===== config.mk =====
export PLATFORM = sky130hd
export DESIGN_NAME = uart_frame_top
export DESIGN_NICKNAME = d
export VERILOG_FILES = /design/src/source/uart_frame_pkg.sv /design/src/source/uart_tx.sv /design/src/source/uart_rx.sv /design/src/source/frame_encoder.sv /design/src/source/frame_decoder.sv /design/src/source/msg_buffer.sv /design/src/source/uart_frame_top.sv
export SDC_FILE = /design/constraint.sdc
export NUM_CORES = 2
export LEC_CHECK = 0
export ABC_AREA = 1
export BUFFER_PORTS_ARGS = -buffer_cell sky130_fd_sc_hd__buf_2
export CORE_AREA = 5 5 461 463
export DETAILED_ROUTE_END_ITERATION = 8
export DIE_AREA = 0 0 466 468
export SLEW_MARGIN = 20
export SYNTH_ARGS = -nofsm -noshare
export SYNTH_HDL_FRONTEND = slang
export SYNTH_HIERARCHICAL = 1
export SYNTH_SLANG_ARGS = --single-unit

===== constraint.sdc =====
create_clock -name sys_clk -period 13.1 [get_ports sys_clk]
set_clock_uncertainty 0.2 [all_clocks]
set_input_delay 3.275 -clock sys_clk [delete_from_list [all_inputs] [get_ports sys_clk]]
set_output_delay 3.275 -clock sys_clk [all_outputs]
set_load 0.03 [all_outputs]

===== src/source/uart_frame_pkg.sv =====
//##########################################################################
// shared types and constants of the framed-string UART transceiver
// wishbone request/response structs, buffer regions and the delimiter
// byte. import it inside a module body, use scoped names in module headers
//##########################################################################
package uart_frame_pkg;

	// master side of a wishbone classic transfer
	typedef struct packed {
		logic		cyc;
		logic		stb;
		logic		we;
		logic [7:0]	adr;
		logic [7:0]	dat;
	} wb_req_t;

	// slave side, read data valid with ack
	typedef struct packed {
		logic		ack;
		logic [7:0]	dat;
	} wb_rsp_t;

	// frame delimiter, sent twice at each end of a frame
	localparam logic [7:0] FRAME_DELIM = 8'h26;

	// message buffer layout
	localparam logic [7:0] TX_BASE = 8'd0;
	localparam logic [7:0] RX_BASE = 8'd128;

	// 8-bit addresses cover the whole memory
	localparam int BUF_DEPTH = 256;

endpackage


===== src/source/uart_tx.sv =====
//##########################################################################
// 8N1 serializer, LSB first, one bit every CLKS_PER_BIT clocks
// a byte is taken when tx_valid and tx_ready are both high
//##########################################################################
module uart_tx #(
	parameter int CLKS_PER_BIT = 16
) (
	input  logic		sys_clk,
	input  logic		sys_rst_n,
	input  logic		tx_valid,
	input  logic [7:0]	tx_data,
	output logic		tx_ready,
	output logic		txd
);

	localparam int CNT_W = $clog2(CLKS_PER_BIT);
	localparam logic [CNT_W-1:0] BIT_LAST = CNT_W'(CLKS_PER_BIT - 1);

	typedef enum logic [1:0] {S_IDLE, S_START, S_DATA, S_STOP} state_t;

	state_t			state;
	logic [CNT_W-1:0]	baud_cnt;
	logic [2:0]		bit_idx;
	logic [7:0]		shift;
	logic			bit_end;

	assign bit_end  = (baud_cnt == BIT_LAST);
	assign tx_ready = (state == S_IDLE);

	always_ff @(posedge sys_clk or negedge sys_rst_n) begin
		if (!sys_rst_n) begin
			state    <= S_IDLE;
			baud_cnt <= '0;
			bit_idx  <= '0;
			txd      <= 1'b1;
		end else begin
			baud_cnt <= (state == S_IDLE || bit_end) ? '0 : baud_cnt + 1'b1;
			case (state)
				S_IDLE: begin
					if (tx_valid) begin
						state <= S_START;
						txd   <= 1'b0;
					end
				end
				S_START: begin
					if (bit_end) begin
						state   <= S_DATA;
						bit_idx <= '0;
						txd     <= shift[0];
					end
				end
				S_DATA: begin
					if (bit_end) begin
						bit_idx <= bit_idx + 1'b1;
						if (bit_idx == 3'd7) begin
							state <= S_STOP;
							txd   <= 1'b1;
						end else begin
							txd <= shift[1];
						end
					end
				end
				default: begin
					// stop bit, line already high
					if (bit_end)
						state <= S_IDLE;
				end
			endcase
		end
	end

	// data byte, shifted out towards bit 0
	always_ff @(posedge sys_clk) begin
		if (state == S_IDLE && tx_valid)
			shift <= tx_data;
		else if (state == S_DATA && bit_end)
			shift <= {1'b0, shift[7:1]};
	end

	idle_line_high: assert property (@(posedge sys_clk) disable iff (!sys_rst_n)
		(state == S_IDLE) |-> txd)
		else $error("txd low while serializer idle");

endmodule


===== src/source/uart_rx.sv =====
//##########################################################################
// 8N1 deserializer with a two-flop input synchronizer
// bits are sampled at mid-bit; rx_valid strobes for one clock with the
// byte at the middle of the stop bit
//##########################################################################
module uart_rx #(
	parameter int CLKS_PER_BIT = 16
) (
	input  logic		sys_clk,
	input  logic		sys_rst_n,
	input  logic		rxd,
	output logic		rx_valid,
	output logic [7:0]	rx_byte
);

	localparam int CNT_W = $clog2(CLKS_PER_BIT);
	localparam logic [CNT_W-1:0] HALF_LAST = CNT_W'(CLKS_PER_BIT / 2 - 1);
	localparam logic [CNT_W-1:0] BIT_LAST  = CNT_W'(CLKS_PER_BIT - 1);

	typedef enum logic [1:0] {S_IDLE, S_START, S_DATA, S_STOP} state_t;

	state_t			state;
	logic			rxd_m;
	logic			rxd_s;
	logic			rxd_d;
	logic			fall;
	logic [CNT_W-1:0]	cnt;
	logic [2:0]		bit_idx;
	logic [7:0]		shift;

	// line idles high, so the synchronizer resets to 1
	always_ff @(posedge sys_clk or negedge sys_rst_n) begin
		if (!sys_rst_n) begin
			rxd_m <= 1'b1;
			rxd_s <= 1'b1;
			rxd_d <= 1'b1;
		end else begin
			rxd_m <= rxd;
			rxd_s <= rxd_m;
			rxd_d <= rxd_s;
		end
	end

	assign fall = rxd_d & ~rxd_s;

	always_ff @(posedge sys_clk or negedge sys_rst_n) begin
		if (!sys_rst_n) begin
			state    <= S_IDLE;
			cnt      <= '0;
			bit_idx  <= '0;
			rx_valid <= 1'b0;
		end else begin
			rx_valid <= 1'b0;
			cnt      <= cnt + 1'b1;
			case (state)
				S_IDLE: begin
					cnt <= '0;
					if (fall)
						state <= S_START;
				end
				S_START: begin
					if (cnt == HALF_LAST) begin
						// glitch rejection at start-bit midpoint
						state   <= rxd_s ? S_IDLE : S_DATA;
						cnt     <= '0;
						bit_idx <= '0;
					end
				end
				S_DATA: begin
					if (cnt == BIT_LAST) begin
						cnt     <= '0;
						bit_idx <= bit_idx + 1'b1;
						if (bit_idx == 3'd7)
							state <= S_STOP;
					end
				end
				default: begin
					if (cnt == BIT_LAST) begin
						// framing error drops the byte
						rx_valid <= rxd_s;
						state    <= S_IDLE;
					end
				end
			endcase
		end
	end

	always_ff @(posedge sys_clk) begin
		if (state == S_DATA && cnt == BIT_LAST)
			shift <= {rxd_s, shift[7:1]};
	end

	// shift register holds the byte until the next data bit
	assign rx_byte = shift;

endmodule


===== src/source/frame_encoder.sv =====
//##########################################################################
// transmit side: on tx_start sends &&, the payload read from the transmit
// region of the buffer, then && through the serializer handshake
// tx_done pulses once the last stop bit has left the line
//##########################################################################
module frame_encoder #(
	parameter int MAX_LEN = 64
) (
	input  logic				sys_clk,
	input  logic				sys_rst_n,
	input  logic				tx_start,
	input  logic [7:0]			tx_length,
	output logic				tx_busy,
	output logic				tx_done,
	output uart_frame_pkg::wb_req_t		wb_req,
	input  uart_frame_pkg::wb_rsp_t		wb_rsp,
	output logic				byte_valid,
	output logic [7:0]			byte_data,
	input  logic				byte_ready
);

	import uart_frame_pkg::*;

	typedef enum logic [2:0] {
		S_IDLE, S_OPEN1, S_OPEN2, S_FETCH, S_SEND, S_CLOSE1, S_CLOSE2, S_FINISH
	} state_t;

	state_t		state;
	logic [7:0]	len_q;
	logic [7:0]	idx_q;
	logic [7:0]	data_q;
	logic		hs;

	assign byte_valid = (state == S_OPEN1) || (state == S_OPEN2) || (state == S_SEND) ||
			    (state == S_CLOSE1) || (state == S_CLOSE2);
	assign byte_data  = (state == S_SEND) ? data_q : FRAME_DELIM;
	assign hs         = byte_valid && byte_ready;

	assign tx_busy = (state != S_IDLE);
	// serializer back to idle after the fourth delimiter
	assign tx_done = (state == S_FINISH) && byte_ready;

	always_comb begin
		wb_req = '0;
		if (state == S_FETCH) begin
			wb_req.cyc = 1'b1;
			wb_req.stb = 1'b1;
			wb_req.adr = TX_BASE + idx_q;
		end
	end

	always_ff @(posedge sys_clk or negedge sys_rst_n) begin
		if (!sys_rst_n) begin
			state <= S_IDLE;
			len_q <= '0;
			idx_q <= '0;
		end else begin
			case (state)
				S_IDLE: begin
					if (tx_start) begin
						len_q <= (tx_length > 8'(MAX_LEN)) ? 8'(MAX_LEN) : tx_length;
						idx_q <= '0;
						state <= S_OPEN1;
					end
				end
				S_OPEN1:  if (hs) state <= S_OPEN2;
				S_OPEN2:  if (hs) state <= (len_q == 8'd0) ? S_CLOSE1 : S_FETCH;
				S_FETCH:  if (wb_rsp.ack) state <= S_SEND;
				S_SEND: begin
					if (hs) begin
						idx_q <= idx_q + 8'd1;
						state <= (idx_q + 8'd1 == len_q) ? S_CLOSE1 : S_FETCH;
					end
				end
				S_CLOSE1: if (hs) state <= S_CLOSE2;
				S_CLOSE2: if (hs) state <= S_FINISH;
				default:  if (byte_ready) state <= S_IDLE;
			endcase
		end
	end

	always_ff @(posedge sys_clk) begin
		if (state == S_FETCH && wb_rsp.ack)
			data_q <= wb_rsp.dat;
	end

	// encoder only reads, and only inside the transmit region
	fetch_in_tx_region: assert property (@(posedge sys_clk) disable iff (!sys_rst_n)
		wb_req.cyc |-> !wb_req.we && (8'(wb_req.adr - TX_BASE) < 8'(MAX_LEN)))
		else $error("encoder access outside transmit region or with we set");

endmodule


===== src/source/frame_decoder.sv =====
//##########################################################################
// receive side: hunts for && on the received byte stream, writes payload
// bytes to the receive region of the buffer and reports the length on
// the closing pair. a lone & or an overlong payload reports rx_error
//##########################################################################
module frame_decoder #(
	parameter int MAX_LEN = 64
) (
	input  logic				sys_clk,
	input  logic				sys_rst_n,
	input  logic				rx_valid,
	input  logic [7:0]			rx_byte,
	output uart_frame_pkg::wb_req_t		wb_req,
	input  uart_frame_pkg::wb_rsp_t		wb_rsp,
	output logic				rx_done,
	output logic				rx_error,
	output logic [7:0]			rx_length
);

	import uart_frame_pkg::*;

	typedef enum logic [2:0] {
		S_HUNT1, S_HUNT2, S_CONTENT, S_CLOSE2, S_WRITE
	} state_t;

	state_t		state;
	logic [7:0]	count_q;
	logic [7:0]	wdata_q;
	logic		is_delim;

	assign is_delim = (rx_byte == FRAME_DELIM);

	always_comb begin
		wb_req = '0;
		if (state == S_WRITE) begin
			wb_req.cyc = 1'b1;
			wb_req.stb = 1'b1;
			wb_req.we  = 1'b1;
			wb_req.adr = RX_BASE + count_q;
			wb_req.dat = wdata_q;
		end
	end

	always_ff @(posedge sys_clk or negedge sys_rst_n) begin
		if (!sys_rst_n) begin
			state     <= S_HUNT1;
			count_q   <= '0;
			rx_done   <= 1'b0;
			rx_error  <= 1'b0;
			rx_length <= '0;
		end else begin
			rx_done  <= 1'b0;
			rx_error <= 1'b0;
			case (state)
				S_HUNT1: begin
					if (rx_valid && is_delim)
						state <= S_HUNT2;
				end
				S_HUNT2: begin
					if (rx_valid) begin
						state   <= is_delim ? S_CONTENT : S_HUNT1;
						count_q <= '0;
					end
				end
				S_CONTENT: begin
					if (rx_valid) begin
						if (is_delim) begin
							state <= S_CLOSE2;
						end else if (count_q == 8'(MAX_LEN)) begin
							// one byte too many
							rx_error <= 1'b1;
							state    <= S_HUNT1;
						end else begin
							state <= S_WRITE;
						end
					end
				end
				S_CLOSE2: begin
					if (rx_valid) begin
						rx_done  <= is_delim;
						rx_error <= !is_delim;
						if (is_delim)
							rx_length <= count_q;
						state <= S_HUNT1;
					end
				end
				default: begin
					if (wb_rsp.ack) begin
						count_q <= count_q + 8'd1;
						state   <= S_CONTENT;
					end
				end
			endcase
		end
	end

	always_ff @(posedge sys_clk) begin
		if (state == S_CONTENT && rx_valid)
			wdata_q <= rx_byte;
	end

	// buffer write must finish well inside one serial byte time
	no_byte_during_write: assert property (@(posedge sys_clk) disable iff (!sys_rst_n)
		(state == S_WRITE) |-> !rx_valid)
		else $error("received byte while buffer write still pending");

endmodule


===== src/source/msg_buffer.sv =====
//##########################################################################
// shared 256 x 8 message buffer behind a round-robin arbiter for three
// wishbone classic masters (host, encoder, decoder). ack follows the
// granted strobe by one clock, read data is registered
//##########################################################################
module msg_buffer (
	input  logic				sys_clk,
	input  logic				sys_rst_n,
	input  uart_frame_pkg::wb_req_t		host_req,
	input  uart_frame_pkg::wb_req_t		enc_req,
	input  uart_frame_pkg::wb_req_t		dec_req,
	output uart_frame_pkg::wb_rsp_t		host_rsp,
	output uart_frame_pkg::wb_rsp_t		enc_rsp,
	output uart_frame_pkg::wb_rsp_t		dec_rsp
);

	import uart_frame_pkg::*;

	wb_req_t	req_a [3];
	logic [2:0]	cyc_v;
	logic [1:0]	last_q;
	logic [1:0]	owner_q;
	logic		owned_q;
	logic		ack_q;
	logic [1:0]	ack_idx;
	logic [1:0]	c1;
	logic [1:0]	c2;
	logic [1:0]	pick;
	logic [1:0]	sel;
	logic		hold;
	logic		go;
	logic [7:0]	rd_q;
	logic [7:0]	mem [BUF_DEPTH];

	function automatic logic [1:0] next_of(input logic [1:0] i);
		return (i == 2'd2) ? 2'd0 : i + 2'd1;
	endfunction

	assign req_a[0] = host_req;
	assign req_a[1] = enc_req;
	assign req_a[2] = dec_req;
	assign cyc_v    = {dec_req.cyc, enc_req.cyc, host_req.cyc};

	// search starts after the master served last
	assign c1   = next_of(last_q);
	assign c2   = next_of(c1);
	assign pick = cyc_v[c1] ? c1 : (cyc_v[c2] ? c2 : last_q);

	assign hold = owned_q && cyc_v[owner_q];
	assign sel  = hold ? owner_q : pick;
	// no new access while the previous ack is out
	assign go   = cyc_v[sel] && req_a[sel].stb && !ack_q;

	always_ff @(posedge sys_clk or negedge sys_rst_n) begin
		if (!sys_rst_n) begin
			last_q  <= 2'd2;
			owner_q <= '0;
			owned_q <= 1'b0;
			ack_q   <= 1'b0;
			ack_idx <= '0;
		end else begin
			owned_q <= hold || (|cyc_v);
			owner_q <= sel;
			ack_q   <= go;
			ack_idx <= sel;
			if (go)
				last_q <= sel;
		end
	end

	always_ff @(posedge sys_clk) begin
		if (go && req_a[sel].we)
			mem[req_a[sel].adr] <= req_a[sel].dat;
		rd_q <= mem[req_a[sel].adr];
	end

	assign host_rsp = '{ack: ack_q && (ack_idx == 2'd0), dat: rd_q};
	assign enc_rsp  = '{ack: ack_q && (ack_idx == 2'd1), dat: rd_q};
	assign dec_rsp  = '{ack: ack_q && (ack_idx == 2'd2), dat: rd_q};

	// ack only reaches a master still in its cycle
	ack_to_active: assert property (@(posedge sys_clk) disable iff (!sys_rst_n)
		ack_q |-> cyc_v[ack_idx])
		else $error("ack to a master without cyc");

endmodule


===== src/source/uart_frame_top.sv =====
//##########################################################################
// top level of the framed-string UART transceiver
// host fills the transmit region over wishbone and pulses tx_start;
// received frames land in the receive region, length on rx_length
//##########################################################################
module uart_frame_top #(
	parameter int CLKS_PER_BIT = 16,
	parameter int MAX_LEN      = 64
) (
	input  logic				sys_clk,
	input  logic				sys_rst_n,
	input  uart_frame_pkg::wb_req_t		host_req,
	output uart_frame_pkg::wb_rsp_t		host_rsp,
	input  logic				tx_start,
	input  logic [7:0]			tx_length,
	output logic				tx_busy,
	output logic				tx_done,
	output logic				rx_done,
	output logic				rx_error,
	output logic [7:0]			rx_length,
	input  logic				uart_rxd,
	output logic				uart_txd
);

	import uart_frame_pkg::*;

	wb_req_t	enc_req;
	wb_rsp_t	enc_rsp;
	wb_req_t	dec_req;
	wb_rsp_t	dec_rsp;
	logic		byte_valid;
	logic [7:0]	byte_data;
	logic		byte_ready;
	logic		rx_valid;
	logic [7:0]	rx_byte;

	frame_encoder #(.MAX_LEN(MAX_LEN)) u_encoder (
		.sys_clk(sys_clk), .sys_rst_n(sys_rst_n),
		.tx_start(tx_start), .tx_length(tx_length),
		.tx_busy(tx_busy), .tx_done(tx_done),
		.wb_req(enc_req), .wb_rsp(enc_rsp),
		.byte_valid(byte_valid), .byte_data(byte_data), .byte_ready(byte_ready)
	);

	uart_tx #(.CLKS_PER_BIT(CLKS_PER_BIT)) u_tx (
		.sys_clk(sys_clk), .sys_rst_n(sys_rst_n),
		.tx_valid(byte_valid), .tx_data(byte_data), .tx_ready(byte_ready),
		.txd(uart_txd)
	);

	uart_rx #(.CLKS_PER_BIT(CLKS_PER_BIT)) u_rx (
		.sys_clk(sys_clk), .sys_rst_n(sys_rst_n),
		.rxd(uart_rxd), .rx_valid(rx_valid), .rx_byte(rx_byte)
	);

	frame_decoder #(.MAX_LEN(MAX_LEN)) u_decoder (
		.sys_clk(sys_clk), .sys_rst_n(sys_rst_n),
		.rx_valid(rx_valid), .rx_byte(rx_byte),
		.wb_req(dec_req), .wb_rsp(dec_rsp),
		.rx_done(rx_done), .rx_error(rx_error), .rx_length(rx_length)
	);

	// arbitration order host, encoder, decoder
	msg_buffer u_buffer (
		.sys_clk(sys_clk), .sys_rst_n(sys_rst_n),
		.host_req(host_req), .enc_req(enc_req), .dec_req(dec_req),
		.host_rsp(host_rsp), .enc_rsp(enc_rsp), .dec_rsp(dec_rsp)
	);

endmodule


==> results.md <==
- The run finished with clean final reports.
- The clock-pin slew reported for the worst setup and hold paths after clock tree synthesis is 60 ps.
- The classification of the worst-slack hold path is flop to flop.
- STA classifies the critical path endpoint as a flop.
- The number of unique standard cell types used by synthesis is 50.
- The critical path's slowest cell is buf_4.
- In this run, synthesis inferred 2,080 flip-flops with an integrated enable.
- The wire length of the first global-routing pass is between 300 and 400 mm.
- The deepest level of the CTS H-tree is 4.
- The setup path with the least slack is of type input pin to flop.
- The number of antenna violations at the first check in global routing is 9.
- The analysis attributes to cell leakage a power of 41.9 nW.
- Across the whole layout, storage elements account for 64,400 sq um.
- The number of hold violations in the final report was 0.
- The number of buffers inserted during clock tree synthesis is 220.
- The total power per unit cell area is 223 nW/um^2.
- The footprint of the multi-input gates is 25,900 sq um.
- The largest driver fanout on the critical path is 90.
- The area inside the core boundary is 208,000 sq um.
- Of the cells placed in the final design, the portion with a size suffix greater than 1 is 0.0633.
- Setup repair after global routing left no endpoint under its margin.
- The warning count from the yosys run is 6.
- The maximum VDD drop is 231 uV.
- The total global-route track usage is 0.231.
- In the finished design, the share of the clock period the worst path needs comes to 0.647.
- The largest stage delay on the critical path is 860 ps.
- After layout, the design draws a total of ~0.023 W.
- The longest clock path from root to sink contains 3 buffers.
- The post-DP HPWL is 142 mm.
- STA classifies the critical path startpoint as an input pin.
- Global routing finished with a remaining overflow of 0.
- In the synthesized netlist, the number of instances is 9,244.
- The portion of the post-synthesis area used by sequential elements is 0.692.
- Max-cap violations in this run came to 0.
- The total via count in the routed design is 63,583.
- The primary flip-flop cell chosen by synthesis mapping is edfxtp_1.
- The wire length after detailed routing is 256 mm.
- For the pin with the worst max-slew slack, the measured transition is 1120 ps.
- The final antenna-violating net count is 0.
- From bottom edge to top edge, the die measures 468 um.
- After synthesis, the cell types taking the most area are edfxtp_1 67%, nand2_1 22%, nand3_1 1.8%, dfrtp_1 1.7%, nor2_1 1.7%.
- The most repeated library cell on the critical path is nand2_1.
- Of all flip-flops after synthesis, the portion carrying an async set or reset was 0.0320.
- In this run the horizontal extent of the chip is around 470 um.
- Input and output buffers added on the ports amount to 52.
- The number of detailed-route iterations in the first pass is 6.
- The most common cell after layout, fill and taps aside is nand2_1.
- In the final routed layout, each cell accounts on average for about 21 um.
- The filler cell count in the final layout is 18,699.
- The CTS tree is yes.
- The final design instance area without fill is around 100,000 sq um.
- The pin count of the biggest net entering global routing is 193.
- The number of hold buffers added after CTS was 0.
- The tree is rooted in a clkbuf_16.
- Setup violations remaining at the end of the flow were counted as 0.
- The final number of max-transition violations is 0.
- The congestion estimate from routability-driven global placement came to 0.862.
- Using the TritonRoute via totals, the vias-per-cell ratio works out to 5.25.
- The count of standard-cell rows is 168.
- Data arrives at the worst endpoint at roughly 9000 ps.
- For this run, design rule violations remaining after detail routing come to 0.
- The worst hold slack is 162 ps.
- The total clock sinks is between 2,000 and 2,500.
- 53 I/O pins were placed.
- The accumulated negative setup slack is 0 ps.
- The total of flip-flops plus latches after synthesis is 2,157.
- The initial core utilization is 0.446.
- The fmax is 0.118 GHz.
- The die covers 218,000 sq um.
- In the layout the commonest cells are 5,350 x nand2_1, 2,080 x edfxtp_1, 420 x nor2_1.
- Of all cell types, the one taking the most synthesized area is edfxtp_1.
- In this run the cell area measured after placement is between 90,000 and 100,000 sq um.
- The mean instance size in the synthesized netlist is 10.1 sq um.
- The iteration-0 DRC count of the detailed router is between 6,000 and 7,000.
- The later pin in the worst-skew pair is clocked with a latency of 850 ps.
- The setup fix buffers added after clock tree synthesis is 0.
- The share of Yosys cell area claimed by the top area cell type is 0.672.
- The number of gates given a new drive strength after cts is 0.
- The via count of the first global-routing pass is 61,035.
- The mapped netlist covers about 93,000 sq um.
- STA puts the critical path data required time at about 14,000 ps.
- The final-stage net count is 9,155.
- Traced cell by cell, the critical path runs through buf_2 -> nand3_1 -> nand3_1 -> nand2_2 -> nand3_1 -> nand2_2 -> nand3_4 -> nand2_8 -> buf_4 -> buf_4 -> nand2_1 -> nand2_1 -> nand2_1 -> nand2_1 -> nand2_1 -> nand2_1 -> o21ai_1 -> nand2_1 -> nor2_1 -> nor2_1 -> nor2_1 -> nand2_1.
- The minimum clock period is between 8000 and 9000 ps.
- The headroom to the max-slew limit is 0.249.
- Compared with the post-synthesis result, the final layout area differs by 9.98%.
-- final cells by class --
type                            instances  share of cell area
Inverter                              131             0.00491
Multi-Input combinational cell       6458               0.254
Tap cell                             2805              0.0343
Sequential cell                      2157               0.629
Clock buffer                          285              0.0571
Antenna cell                            4           0.0000979
Clock inverter                        121             0.00943
Timing Repair Buffer                  142              0.0115
-- power by group --
group | switching [W] | internal, W | total, W
sequential | 0.0000596 | 0.00856 | 0.00862
clock | 0.00262 | 0.00337 | 0.00598
combinational | 0.00647 | 0.00179 | 0.00826
total | 0.00914 | 0.0137 | 0.0229
-- state kept, by name, summed over array words and instances (netlist names), 4 cells and up --
| signal | flops |
|---|---|
| u_buffer/mem | 2048 |
| u_buffer/rd_q | 8 |
| u_decoder/count_q | 8 |
| u_decoder/rx_length | 8 |
| u_decoder/wdata_q | 8 |
| u_encoder/data_q | 8 |
| u_encoder/idx_q | 8 |
| u_encoder/len_q | 8 |
| u_rx/cnt | 4 |
| u_rx/rx_byte | 8 |
| u_tx/baud_cnt | 4 |
| u_tx/shift | 8 |
-- critical path, delay by kind of cell --
family | cells | cell delay (ps)
buf+inv | 3 | 1680
simple gates | 18 | 3840
compound gates | 1 | 120
-- metrics by stage --
stage / worst slack (ps) / instances / util
after floorplan: 897 / 9252 / -
after global placement: 3830 / 11691 / 0.458
after detailed placement: 3840 / 11693 / 0.458
after CTS: 4740 / 12099 / 0.491
after global routing: 4190 / 12101 / 0.491
final: 4620 / 12103 / 0.491
-- synthesized netlist by cell type (15+ instances only) --
cell / number
buf_1: 21
buf_2: 297
buf_4: 46
clkbuf_1: 140
dfrtp_1: 64
edfxtp_1: 2080
inv_1: 103
inv_2: 26
nand2_1: 5351
nand2_2: 23
nand3_1: 327
nand3_2: 23
nand4_1: 18
nor2_1: 420
nor2_2: 15
o21ai_0: 37
o21ai_1: 129
-- final timing paths --
kind,slack (ps),depth (start not counted),start,to
setup reg to reg,6040,24,u_encoder/state[0],u_buffer/rd_q[0]
setup / recovery,4620,22,host_req[18],u_buffer/rd_q[0]
hold / removal,160,0,u_rx/rxd_m,u_rx/rxd_s
hold reg to reg,160,0,u_rx/rxd_m,u_rx/rxd_s
min in group asynchronous,2440,2,sys_rst_n,u_decoder/rx_length[2]
max in group asynchronous,9630,2,sys_rst_n,u_encoder/idx_q[7]
-- routing by layer --
layer	up-vias	part of all wire	track usage
li1	29925	-	-
met1	30727	0.43	0.324
met2	2447	0.46	0.370
met3	480	0.074	0.0366
met4	4	0.034	0.0814
met5	-	0.00011	0
-- logic make-up after synthesis --
kind of cell               Yosys count  synth area share
DFF                               2157             0.692
AOI/OAI and AO/OA                  203            0.0122
xor gates and xnor gates             6          0.000565
and+or+nand+nor                   6219             0.261
other                                1         0.0000403
muxes                                7           0.00113
buffers and inverters              637            0.0317
adders and majority gates           14           0.00188
(Power assumes the default switching activity.)
